[config.mk]
export PLATFORM = sky130hd
export DESIGN_NAME = axi_rd_arbiter
export DESIGN_NICKNAME = d
export VERILOG_FILES = /design/src/verilog/axi_rd_pkg.sv /design/src/verilog/rd_arb_pkg.sv /design/src/verilog/axi_rd_arbiter.sv /design/src/verilog/rd_master_arbiter.sv /design/src/verilog/rd_slave_router.sv
export SDC_FILE = /design/constraint.sdc
export NUM_CORES = 1
export LEC_CHECK = 0
export ABC_AREA = 1
export BUFFER_PORTS_ARGS = -buffer_cell sky130_fd_sc_hd__buf_2
export CORE_AREA = 2 2 239 241
export CTS_CLUSTER_SIZE = 40
export DETAILED_ROUTE_END_ITERATION = 10
export DIE_AREA = 0 0 241 243
export GPL_TIMING_DRIVEN = 0
export PLACE_DENSITY_LB_ADDON = 0.08
export SETUP_SLACK_MARGIN = 0.02
export SLEW_MARGIN = 10
export SYNTH_ARGS = -nofsm -noshare
export SYNTH_HDL_FRONTEND = slang
export SYNTH_SLANG_ARGS = --single-unit
[constraint.sdc]
create_clock -name ACLK -period 2.8 [get_ports ACLK]
set_input_delay 0.56 -clock ACLK [delete_from_list [all_inputs] [get_ports ACLK]]
set_output_delay 0.56 -clock ACLK [all_outputs]
set_load 0.03 [all_outputs]
[src/verilog/axi_rd_pkg.sv]
// ----------------------------------------------------------------------
// AXI read channel definitions
// field widths, read response codes and the packed structs that carry
// the AR request and the R beat through the arbiter
// ----------------------------------------------------------------------

package axi_rd_pkg;

    // ------------------------------------------------------------------
    // field widths
    // ------------------------------------------------------------------
    localparam int ADDR_W = 32;             // araddr
    localparam int DATA_W = 32;             // rdata
    localparam int ID_W   = 4;              // arid / rid
    localparam int LEN_W  = 8;              // arlen, beats minus one

    // ------------------------------------------------------------------
    // read response
    // ------------------------------------------------------------------
    typedef enum logic [1:0] {
        OKAY   = 2'b00,
        EXOKAY = 2'b01,
        SLVERR = 2'b10,
        DECERR = 2'b11
    } resp_e;

    // ------------------------------------------------------------------
    // channel payloads, handshakes travel separately
    // ------------------------------------------------------------------

    // read address request, 44 bits
    typedef struct packed {
        logic [ID_W-1:0]   id;
        logic [ADDR_W-1:0] addr;
        logic [LEN_W-1:0]  len;
    } ar_req_t;

    // read data beat, 39 bits
    typedef struct packed {
        logic [ID_W-1:0]   id;
        logic [DATA_W-1:0] data;
        resp_e             resp;
        logic              last;        // final beat of the burst
    } r_beat_t;

endpackage

[src/verilog/rd_arb_pkg.sv]
// ----------------------------------------------------------------------
// read arbiter definitions
// master count, grant phase and the grant word passed from the
// arbiter FSM to the slave router
// ----------------------------------------------------------------------

package rd_arb_pkg;

    localparam int NUM_MASTERS = 4;
    localparam int MST_IDX_W   = 2;         // log2 of NUM_MASTERS

    // ------------------------------------------------------------------
    // grant phase
    // ------------------------------------------------------------------
    typedef enum logic [0:0] {
        PH_ADDR = 1'b0,                     // waiting for the AR handshake
        PH_DATA = 1'b1                      // burst in flight
    } phase_e;

    // grant word, 3 bits
    typedef struct packed {
        logic [MST_IDX_W-1:0] mst;          // granted master
        phase_e               phase;
    } grant_t;

endpackage

[src/verilog/axi_rd_arbiter.sv]
// ----------------------------------------------------------------------
// AXI read arbiter, top level
// four masters share one read path to NUM_SLAVES slaves; a round-robin
// FSM picks the master and the router steers its burst to the slave
// chosen by the top address bits
// ----------------------------------------------------------------------

`timescale 1ns/100ps

module axi_rd_arbiter #(
    parameter int NUM_SLAVES = 8        // 2 to 8
) (
    input  logic                               ACLK,
    input  logic                               ARESETn,

    // ------------------------------------------------------------------
    // master side
    // ------------------------------------------------------------------
    input  logic [rd_arb_pkg::NUM_MASTERS-1:0] m_arvalid,
    input  axi_rd_pkg::ar_req_t                m_ar [rd_arb_pkg::NUM_MASTERS],
    output logic [rd_arb_pkg::NUM_MASTERS-1:0] m_arready,
    output logic [rd_arb_pkg::NUM_MASTERS-1:0] m_rvalid,
    input  logic [rd_arb_pkg::NUM_MASTERS-1:0] m_rready,
    output axi_rd_pkg::r_beat_t                m_r,         // shared beat

    // ------------------------------------------------------------------
    // slave side
    // ------------------------------------------------------------------
    output axi_rd_pkg::ar_req_t                s_ar,        // shared request
    output logic [NUM_SLAVES-1:0]              s_arvalid,
    input  logic [NUM_SLAVES-1:0]              s_arready,
    input  logic [NUM_SLAVES-1:0]              s_rvalid,
    input  axi_rd_pkg::r_beat_t                s_r [NUM_SLAVES],
    output logic [NUM_SLAVES-1:0]              s_rready
);

    rd_arb_pkg::grant_t grant;
    logic               ar_hs;          // granted request accepted
    logic               r_last_hs;      // burst finished

    rd_master_arbiter u_arbiter (
        .ACLK      (ACLK),
        .ARESETn   (ARESETn),
        .m_arvalid (m_arvalid),
        .ar_hs     (ar_hs),
        .r_last_hs (r_last_hs),
        .grant     (grant)
    );

    rd_slave_router #(
        .NUM_SLAVES (NUM_SLAVES)
    ) u_router (
        .ACLK      (ACLK),
        .ARESETn   (ARESETn),
        .grant     (grant),
        .m_arvalid (m_arvalid),
        .m_ar      (m_ar),
        .m_rready  (m_rready),
        .s_arready (s_arready),
        .s_rvalid  (s_rvalid),
        .s_r       (s_r),
        .ar_hs     (ar_hs),
        .r_last_hs (r_last_hs),
        .m_arready (m_arready),
        .m_rvalid  (m_rvalid),
        .m_r       (m_r),
        .s_ar      (s_ar),
        .s_arvalid (s_arvalid),
        .s_rready  (s_rready)
    );

endmodule

[src/verilog/rd_master_arbiter.sv]
// ----------------------------------------------------------------------
// read master arbiter
// round-robin grant over the four masters; the grant holds through the
// whole burst and moves on one past the owner after the last beat
// ----------------------------------------------------------------------

`timescale 1ns/100ps

module rd_master_arbiter (
    input  logic                                  ACLK,
    input  logic                                  ARESETn,
    input  logic [rd_arb_pkg::NUM_MASTERS-1:0]    m_arvalid,
    input  logic                                  ar_hs,      // granted AR accepted
    input  logic                                  r_last_hs,  // last beat accepted
    output rd_arb_pkg::grant_t                    grant
);

    rd_arb_pkg::grant_t grant_q;
    rd_arb_pkg::grant_t grant_nxt;

    logic [rd_arb_pkg::MST_IDX_W-1:0] cand;     // candidate in the search
    logic [rd_arb_pkg::MST_IDX_W-1:0] rr_pick;  // first requester after owner
    logic                             rr_found;

    // ------------------------------------------------------------------
    // rotating priority search
    // ------------------------------------------------------------------
    // starts one above the current owner and wraps, so the owner itself
    // comes last
    always_comb begin
        rr_found = 1'b0;
        rr_pick  = grant_q.mst;
        cand     = grant_q.mst;
        for (int i = 1; i < rd_arb_pkg::NUM_MASTERS; i++) begin
            cand = grant_q.mst + i[rd_arb_pkg::MST_IDX_W-1:0];  // wraps mod 4
            if (!rr_found && m_arvalid[cand]) begin
                rr_found = 1'b1;
                rr_pick  = cand;
            end
        end
    end

    // ------------------------------------------------------------------
    // grant FSM
    // ------------------------------------------------------------------
    always_comb begin
        grant_nxt = grant_q;
        case (grant_q.phase)
            rd_arb_pkg::PH_ADDR: begin
                if (m_arvalid[grant_q.mst]) begin
                    // owner keeps the grant while it requests
                    if (ar_hs) begin
                        grant_nxt.phase = rd_arb_pkg::PH_DATA;
                    end
                end else if (rr_found) begin
                    grant_nxt.mst = rr_pick;            // idle owner, hand over
                end
            end
            rd_arb_pkg::PH_DATA: begin
                if (r_last_hs) begin
                    grant_nxt.mst   = grant_q.mst + 1'b1;   // next in rotation
                    grant_nxt.phase = rd_arb_pkg::PH_ADDR;
                end
            end
            default: begin
                grant_nxt.phase = rd_arb_pkg::PH_ADDR;
            end
        endcase
    end

    always_ff @(posedge ACLK or negedge ARESETn) begin
        if (!ARESETn) begin
            grant_q.mst   <= '0;                    // master 0 first
            grant_q.phase <= rd_arb_pkg::PH_ADDR;
        end else begin
            grant_q <= grant_nxt;
        end
    end

    assign grant = grant_q;

    // ------------------------------------------------------------------
    // checks
    // ------------------------------------------------------------------

    // a burst is only closed by the router's last-beat handshake
    a_data_until_last : assert property (
        @(posedge ACLK) disable iff (!ARESETn)
        (grant_q.phase == rd_arb_pkg::PH_DATA && !r_last_hs)
            |=> (grant_q.phase == rd_arb_pkg::PH_DATA)
    );

    // owner is frozen while its burst runs
    a_mst_stable_in_data : assert property (
        @(posedge ACLK) disable iff (!ARESETn)
        (grant_q.phase == rd_arb_pkg::PH_DATA && !r_last_hs)
            |=> $stable(grant_q.mst)
    );

endmodule

[src/verilog/rd_slave_router.sv]
// ----------------------------------------------------------------------
// read slave router
// decodes the target slave from the top address bits, steers the AR and
// R handshakes between the granted master and that slave, and
// broadcasts the selected slave's beat to all masters
// ----------------------------------------------------------------------

`timescale 1ns/100ps

module rd_slave_router #(
    parameter int NUM_SLAVES = 8
) (
    input  logic                               ACLK,
    input  logic                               ARESETn,
    input  rd_arb_pkg::grant_t                 grant,
    input  logic [rd_arb_pkg::NUM_MASTERS-1:0] m_arvalid,
    input  axi_rd_pkg::ar_req_t                m_ar [rd_arb_pkg::NUM_MASTERS],
    input  logic [rd_arb_pkg::NUM_MASTERS-1:0] m_rready,
    input  logic [NUM_SLAVES-1:0]              s_arready,
    input  logic [NUM_SLAVES-1:0]              s_rvalid,
    input  axi_rd_pkg::r_beat_t                s_r [NUM_SLAVES],
    output logic                               ar_hs,
    output logic                               r_last_hs,
    output logic [rd_arb_pkg::NUM_MASTERS-1:0] m_arready,
    output logic [rd_arb_pkg::NUM_MASTERS-1:0] m_rvalid,
    output axi_rd_pkg::r_beat_t                m_r,
    output axi_rd_pkg::ar_req_t                s_ar,
    output logic [NUM_SLAVES-1:0]              s_arvalid,
    output logic [NUM_SLAVES-1:0]              s_rready
);

    localparam int SEL_W = $clog2(NUM_SLAVES);

    logic [SEL_W-1:0] ar_sel;       // decoded from the live request
    logic             ar_sel_ok;    // region maps to a real slave
    logic [SEL_W-1:0] sel_q;        // slave owning the burst
    logic             addr_ph;
    logic             data_ph;
    logic             arvalid_g;
    logic             arready_g;
    logic             rvalid_g;
    logic             rready_g;

    assign addr_ph = (grant.phase == rd_arb_pkg::PH_ADDR);
    assign data_ph = (grant.phase == rd_arb_pkg::PH_DATA);

    // ------------------------------------------------------------------
    // address path
    // ------------------------------------------------------------------
    assign s_ar      = m_ar[grant.mst];                         // shared AR payload
    assign ar_sel    = s_ar.addr[axi_rd_pkg::ADDR_W-1 -: SEL_W];
    assign ar_sel_ok = (ar_sel < NUM_SLAVES);
    assign arvalid_g = addr_ph && m_arvalid[grant.mst] && ar_sel_ok;
    assign arready_g = addr_ph && ar_sel_ok && s_arready[ar_sel];
    assign ar_hs     = arvalid_g && arready_g;

    always_comb begin
        s_arvalid = '0;
        m_arready = '0;
        if (ar_sel_ok) begin
            s_arvalid[ar_sel] = arvalid_g;
        end
        m_arready[grant.mst] = arready_g;
    end

    // slave index captured at the AR handshake, held for the burst
    always_ff @(posedge ACLK or negedge ARESETn) begin
        if (!ARESETn) begin
            sel_q <= '0;
        end else if (ar_hs) begin
            sel_q <= ar_sel;
        end
    end

    // ------------------------------------------------------------------
    // data path
    // ------------------------------------------------------------------
    assign m_r       = s_r[sel_q];                              // seen by every master
    assign rvalid_g  = data_ph && s_rvalid[sel_q];
    assign rready_g  = data_ph && m_rready[grant.mst];
    assign r_last_hs = rvalid_g && rready_g && m_r.last;

    always_comb begin
        m_rvalid = '0;
        s_rready = '0;
        m_rvalid[grant.mst] = rvalid_g;
        s_rready[sel_q]     = rready_g;   // master back-pressure reaches the slave
    end

    // ------------------------------------------------------------------
    // checks
    // ------------------------------------------------------------------
    a_one_arvalid : assert property (
        @(posedge ACLK) disable iff (!ARESETn) $onehot0(s_arvalid)
    );

    a_one_rvalid : assert property (
        @(posedge ACLK) disable iff (!ARESETn) $onehot0(m_rvalid)
    );

endmodule
### Word-level counts from Yosys, hierarchy flattened

Cells that the tools add are included.

* add/subtract/negate cells: 3
* $mul: 0
* div/mod/pow operators: 0
* $lt $le $gt $ge: 11
* equal/unequal tests: 4
* shift operators: 0
* multiplexer cells: 38
* bitwise logic cells: 7
* reduce and logical (&&, ||, !) cells: 15

Operators by type and width (number)
* 39-bit binary-select mux with 3-bit select: 1
* 44-bit binary-select mux with 2-bit select: 1
* 44-bit 2-to-1 mux: 2
* 39-bit 2-to-1 mux: 2
* 8-bit bitwise AND: 2
* 1-bit 2-to-1 mux: 15
* 1-bit logical AND: 12
* 2-bit by 3-bit < comparator with 1-bit output, second input constant: 4
* 1-bit binary-select mux with 2-bit select: 5
* 2-bit 2-to-1 mux: 5
* 4-bit bitwise AND: 2
* 3-bit by 4-bit < comparator with 1-bit output, second input constant: 2
* 1-bit binary-select mux with 3-bit select: 2
* 1-bit demux with 3-bit select: 2
* 3-bit by 1-bit greater-or-equal comparator with 1-bit output, second input constant: 2
* 2-bit != test, second input constant: 3
* 3-bit one-hot mux with 2 select lines: 1
* 2-bit adder, second input constant: 2
* 4-bit greater-or-equal comparator, second input constant: 1
* 4-bit != test, second input constant: 1
* 3-bit NOT with 4-bit output: 1
* 4-bit AND reduction: 1
* 3-bit greater-or-equal comparator, second input constant: 1
* 3-bit 2-to-1 mux: 1
* 6 further kinds: 7

* flip-flop bits (word level): 6
* bits in latches: 0
* memory bits (writable): 0
* bits in read-only memories: 0
* output and inout bits: 107
* logic and storage cells: 81
* memories: 0

### Longest topological paths before layout

* word-level depth: 13
* gate-level depth with buffers: 15
* depth with buffers taken out: 13

### Cells and area by module

A second synthesis with hierarchy kept.

* cell total of the unflattened synthesis: 766
* area, all modules: 4073.9 um^2

By module, submodules not included
* rd_slave_router: times used 1, cells an instance 679, area an instance 3603.5 um^2, sequential area each 75.1 um^2
* rd_master_arbiter: times used 1, cells an instance 87, area an instance 470.5 um^2, sequential area each 75.1 um^2

### Worst setup path after synthesis

OpenSTA, ideal clock, no wires.

* kind: flip-flop to output port
* start: reg u_arbiter.grant_q, in the netlist u_arbiter.grant[1]
* end: out m_arready[0] (netlist bit)
* data arrival time: 1.911 ns
* required time: 2.240 ns
* setup slack: 0.329 ns
* stages on the path, launching flop included: 12
* cells stage by stage: dfrtp_1 > buf_6 > buf_6 > nand2_1 > nand3_1 > nand2_1 > nor2_1 > nand3_1 > nand2_1 > nor2_4 > nand2_1 > nor2_1

RTL lines
* start, declared: line rd_master_arbiter.sv:18 `rd_arb_pkg::grant_t grant_q;`
* start signal, assigned: line rd_master_arbiter.sv:76 `grant_q <= grant_nxt;`
* end, declared: line axi_rd_arbiter.sv:21 `output logic [rd_arb_pkg::NUM_MASTERS-1:0] m_arready,`

==> metrics.csv <==
metric,value,unit
power_density,1020,nW/um^2
grt_pass1_vias,9588,
cts_tree,built,
start_util,0.0815,
finalSetupViolations,0,
synth.yosys.seq_area_share,0.0329,
synth_area_per_cell,4.70,um^2
status,completed,
ctsHtreeMaxLevel,1,
num_rows,87,
synth_seq_cells,6,
nets,2121,
post-route-cell-area,9050,um^2
die_area,58600,um^2
synthTopCellsByArea,"nor2_1 (32%), o21ai_0 (26%), nand2_1 (7.7%), o2111ai_1 (7.3%), o22ai_1 (5.6%)",
io_buffers,620,
ctsHoldBuffers,0,
required,2.24,ns
crit_chain,"nand2_2, inv_1, clkbuf_8, clkbuf_4, o21ai_0, o2111ai_1, buf_4",
dieHeight,243,um
gr-usage-all-layers,0.158,
core,56000,um^2
grt_overflow_total,0,
startpoint_type,register,
synth_edf_count,0,
fill_cells,6896,
drc_errors,0,
worstSetupPathDepth,7,
clockRootBuffer,clkbuf_16,
critPathMaxFanout,10,
grt_max_degree,12,
max-cap-violations,0,
path_buf_inv,4,
layout-drive-gt1-share,0.456,
hp-class,input port to async pin,
num_vias,9352,
die_x,241,um
antenna_left,0,
synthCells,971,
path_class,register to output port,
syn-num-nets,1489,
ir_drop,0.466,mV
power,0.00921,W
end_kind,output port,
r2r_cells,14,
timing.rr.end,u_arbiter.grant[2],
critPathSlowestCell,dfrtp_2,
synth.top_cell.area_share,0.319,
ctsLongestPathBuffers,2,
slew_viol_final,0,
cts_sinks,6,
hold_viol_final,0,
cts_buffers,3,
yosys_warnings,0,
synth_ff_type,dfrtp_1,
drt-pass1-iter-count,5,
r2r-start,u_arbiter.grant[1],
grt_setup_unrepaired,true,
netlist_area,4560,um^2
fin_crit,2.63,ns
p_leak,4.65,nW
worstSkewPairLatency,0.23,ns
endpoint,m_r[26],
cts.clk_slew.worst_paths,0.03,ns
max_freq,380,MHz
r2r_slack,0.32,ns
fin_worst_skew,0.00253,ns
worstPathArrival,2.07,ns
yosysUniqueCellTypes,27,
dp.cells,2347,
area_growth,98.4,%
crit_path_start,u_router.sel_q[1],
wl_per_cell,21.0,um
grt_antenna_before_repair,29,
worst_pin_slew,0.614,ns
drt_iter0_markers,382,
instances_no_fill,2377,
synth-async-reset-ratio,1.00,
slew_headroom,0.591,
yosys.area.top_type,nor2_1,
grt_pass1_wl,67900,um
via_per_inst,3.93,
yosysMostFrequentCell,nor2_1,
drt-total-wl,49800,um
place.gp.congestion,0.838,
post_dp_cell_area,8610,um^2
io_pins,621,
slowest_delay,0.46,ns
dp_hpwl,43300,um
min_period_over_period,0.940,
synthTopCellsByCount,"nor2_1 (387), o21ai_0 (236), nand2_1 (93)",
cp_top_family,buffers and inverters,
## layout make-up
cell class	count	area [um^2]	area share
tap	756	946	0.105
sequential	6	155	0.0171
clock buffer	3	75.1	0.00830
multi-input combinational	849	4000	0.442
timing repair buffer	627	3180	0.351
inverter	34	130	0.0144
buffer	82	514	0.0568
antenna	20	50.0	0.00553
## worst register-to-register path, delay by kind of cell, from the launching register on
family / cells / cell delay [ns]
buf+inv: 6 / 0.82
fa+ha+maj: 1 / 0.45
simple gates: 6 / 0.45
flops: 1 / 0.37
compound gates: 1 / 0.29
## per-layer routing
metal,global-route usage,part of all wire,routed length [um],up-vias
met3,0.0470,0.085,4210,51
met2,0.303,0.52,26000,447
met5,0,0.0023,114,-
met4,0.0396,0.023,1140,18
met1,0.165,0.37,18300,4258
li1,-,-,-,4578
## metrics by stage
step	utilization	TNS (ns)	worst slack, ns	hold slack (ns)
after floorplan	-	0	0.329	0.264
after global placement	0.154	-11.50	-0.397	0.411
after detailed placement	0.154	-12.03	-0.403	0.410
after CTS	0.158	0	0.0203	0.168
after global routing	0.161	-0.000477	-0.000477	0.171
final	0.162	0	0.168	0.165
## layout by cell type (no fill, tap or decap), types with 2 or more instances in the layout
cell,netlist,final
nor2_2,2,9
ha_1,4,3
nand2_1,93,84
a21oi_1,5,5
buf_6,4,11
diode_2,0,20
o21ai_0,236,235
o22ai_2,0,2
nand2_2,1,9
nand3_1,23,23
o21ai_1,5,6
clkbuf_16,0,3
dfrtp_2,0,4
dfrtp_1,6,2
clkbuf_4,0,9
clkbuf_2,1,23
nand3b_1,2,2
o211ai_1,3,3
clkbuf_8,0,2
o22ai_1,41,39
clkbuf_1,49,19
nand4_1,4,4
inv_1,30,29
nor2_4,2,3
buf_2,20,626
buf_4,0,18
nor2_1,387,379
inv_2,3,4
o2111ai_1,38,38
## state kept, by name, indices dropped and copies added (netlist names)
signal / count
u_router.sel_q: 3
u_arbiter.grant: 3
## kinds of logic after synthesis
logic type / count (synthesis) / synth area share
AOI/OAI and AO/OA: 329 / 0.406
adders and majority gates: 4 / 0.0110
and+or+nand+nor: 516 / 0.442
buffers and inverters: 116 / 0.108
DFF: 6 / 0.0329
## where the power goes
| part | leakage, nW | switching [W] | internal (W) |
|---|---|---|---|
| Clock | 0.0371 | 0.0000458 | 0.000183 |
| Combinational | 4.54 | 0.00625 | 0.00252 |
| Sequential | 0.0704 | 0.0000740 | 0.000130 |
| Total | 4.65 | 0.00637 | 0.00284 |
## worst min path at each step
stage / start / end / slack (ns) / depth (start not counted)
3_5_place_dp: ARESETn / u_arbiter.grant[1] / 0.41 / 1
6_report: ARESETn / u_arbiter.grant[1] / 0.17 / 1
4_1_cts: ARESETn / u_arbiter.grant[1] / 0.17 / 1
3_3_place_gp: ARESETn / u_arbiter.grant[1] / 0.41 / 1
5_1_grt: ARESETn / u_arbiter.grant[1] / 0.17 / 1
2_1_floorplan: ARESETn / u_arbiter.grant[0] / 0.26 / 0
## what timing repair did
| item | CTS | global route |
|---|---|---|
| buffers inserted | 2 | 5 |
| setup endpoints to repair | 105 | 61 |
| gates resized for setup | 69 | 56 |
| pin swaps | 1 | 2 |
Note: power is estimated with default switching activity, not from simulation.
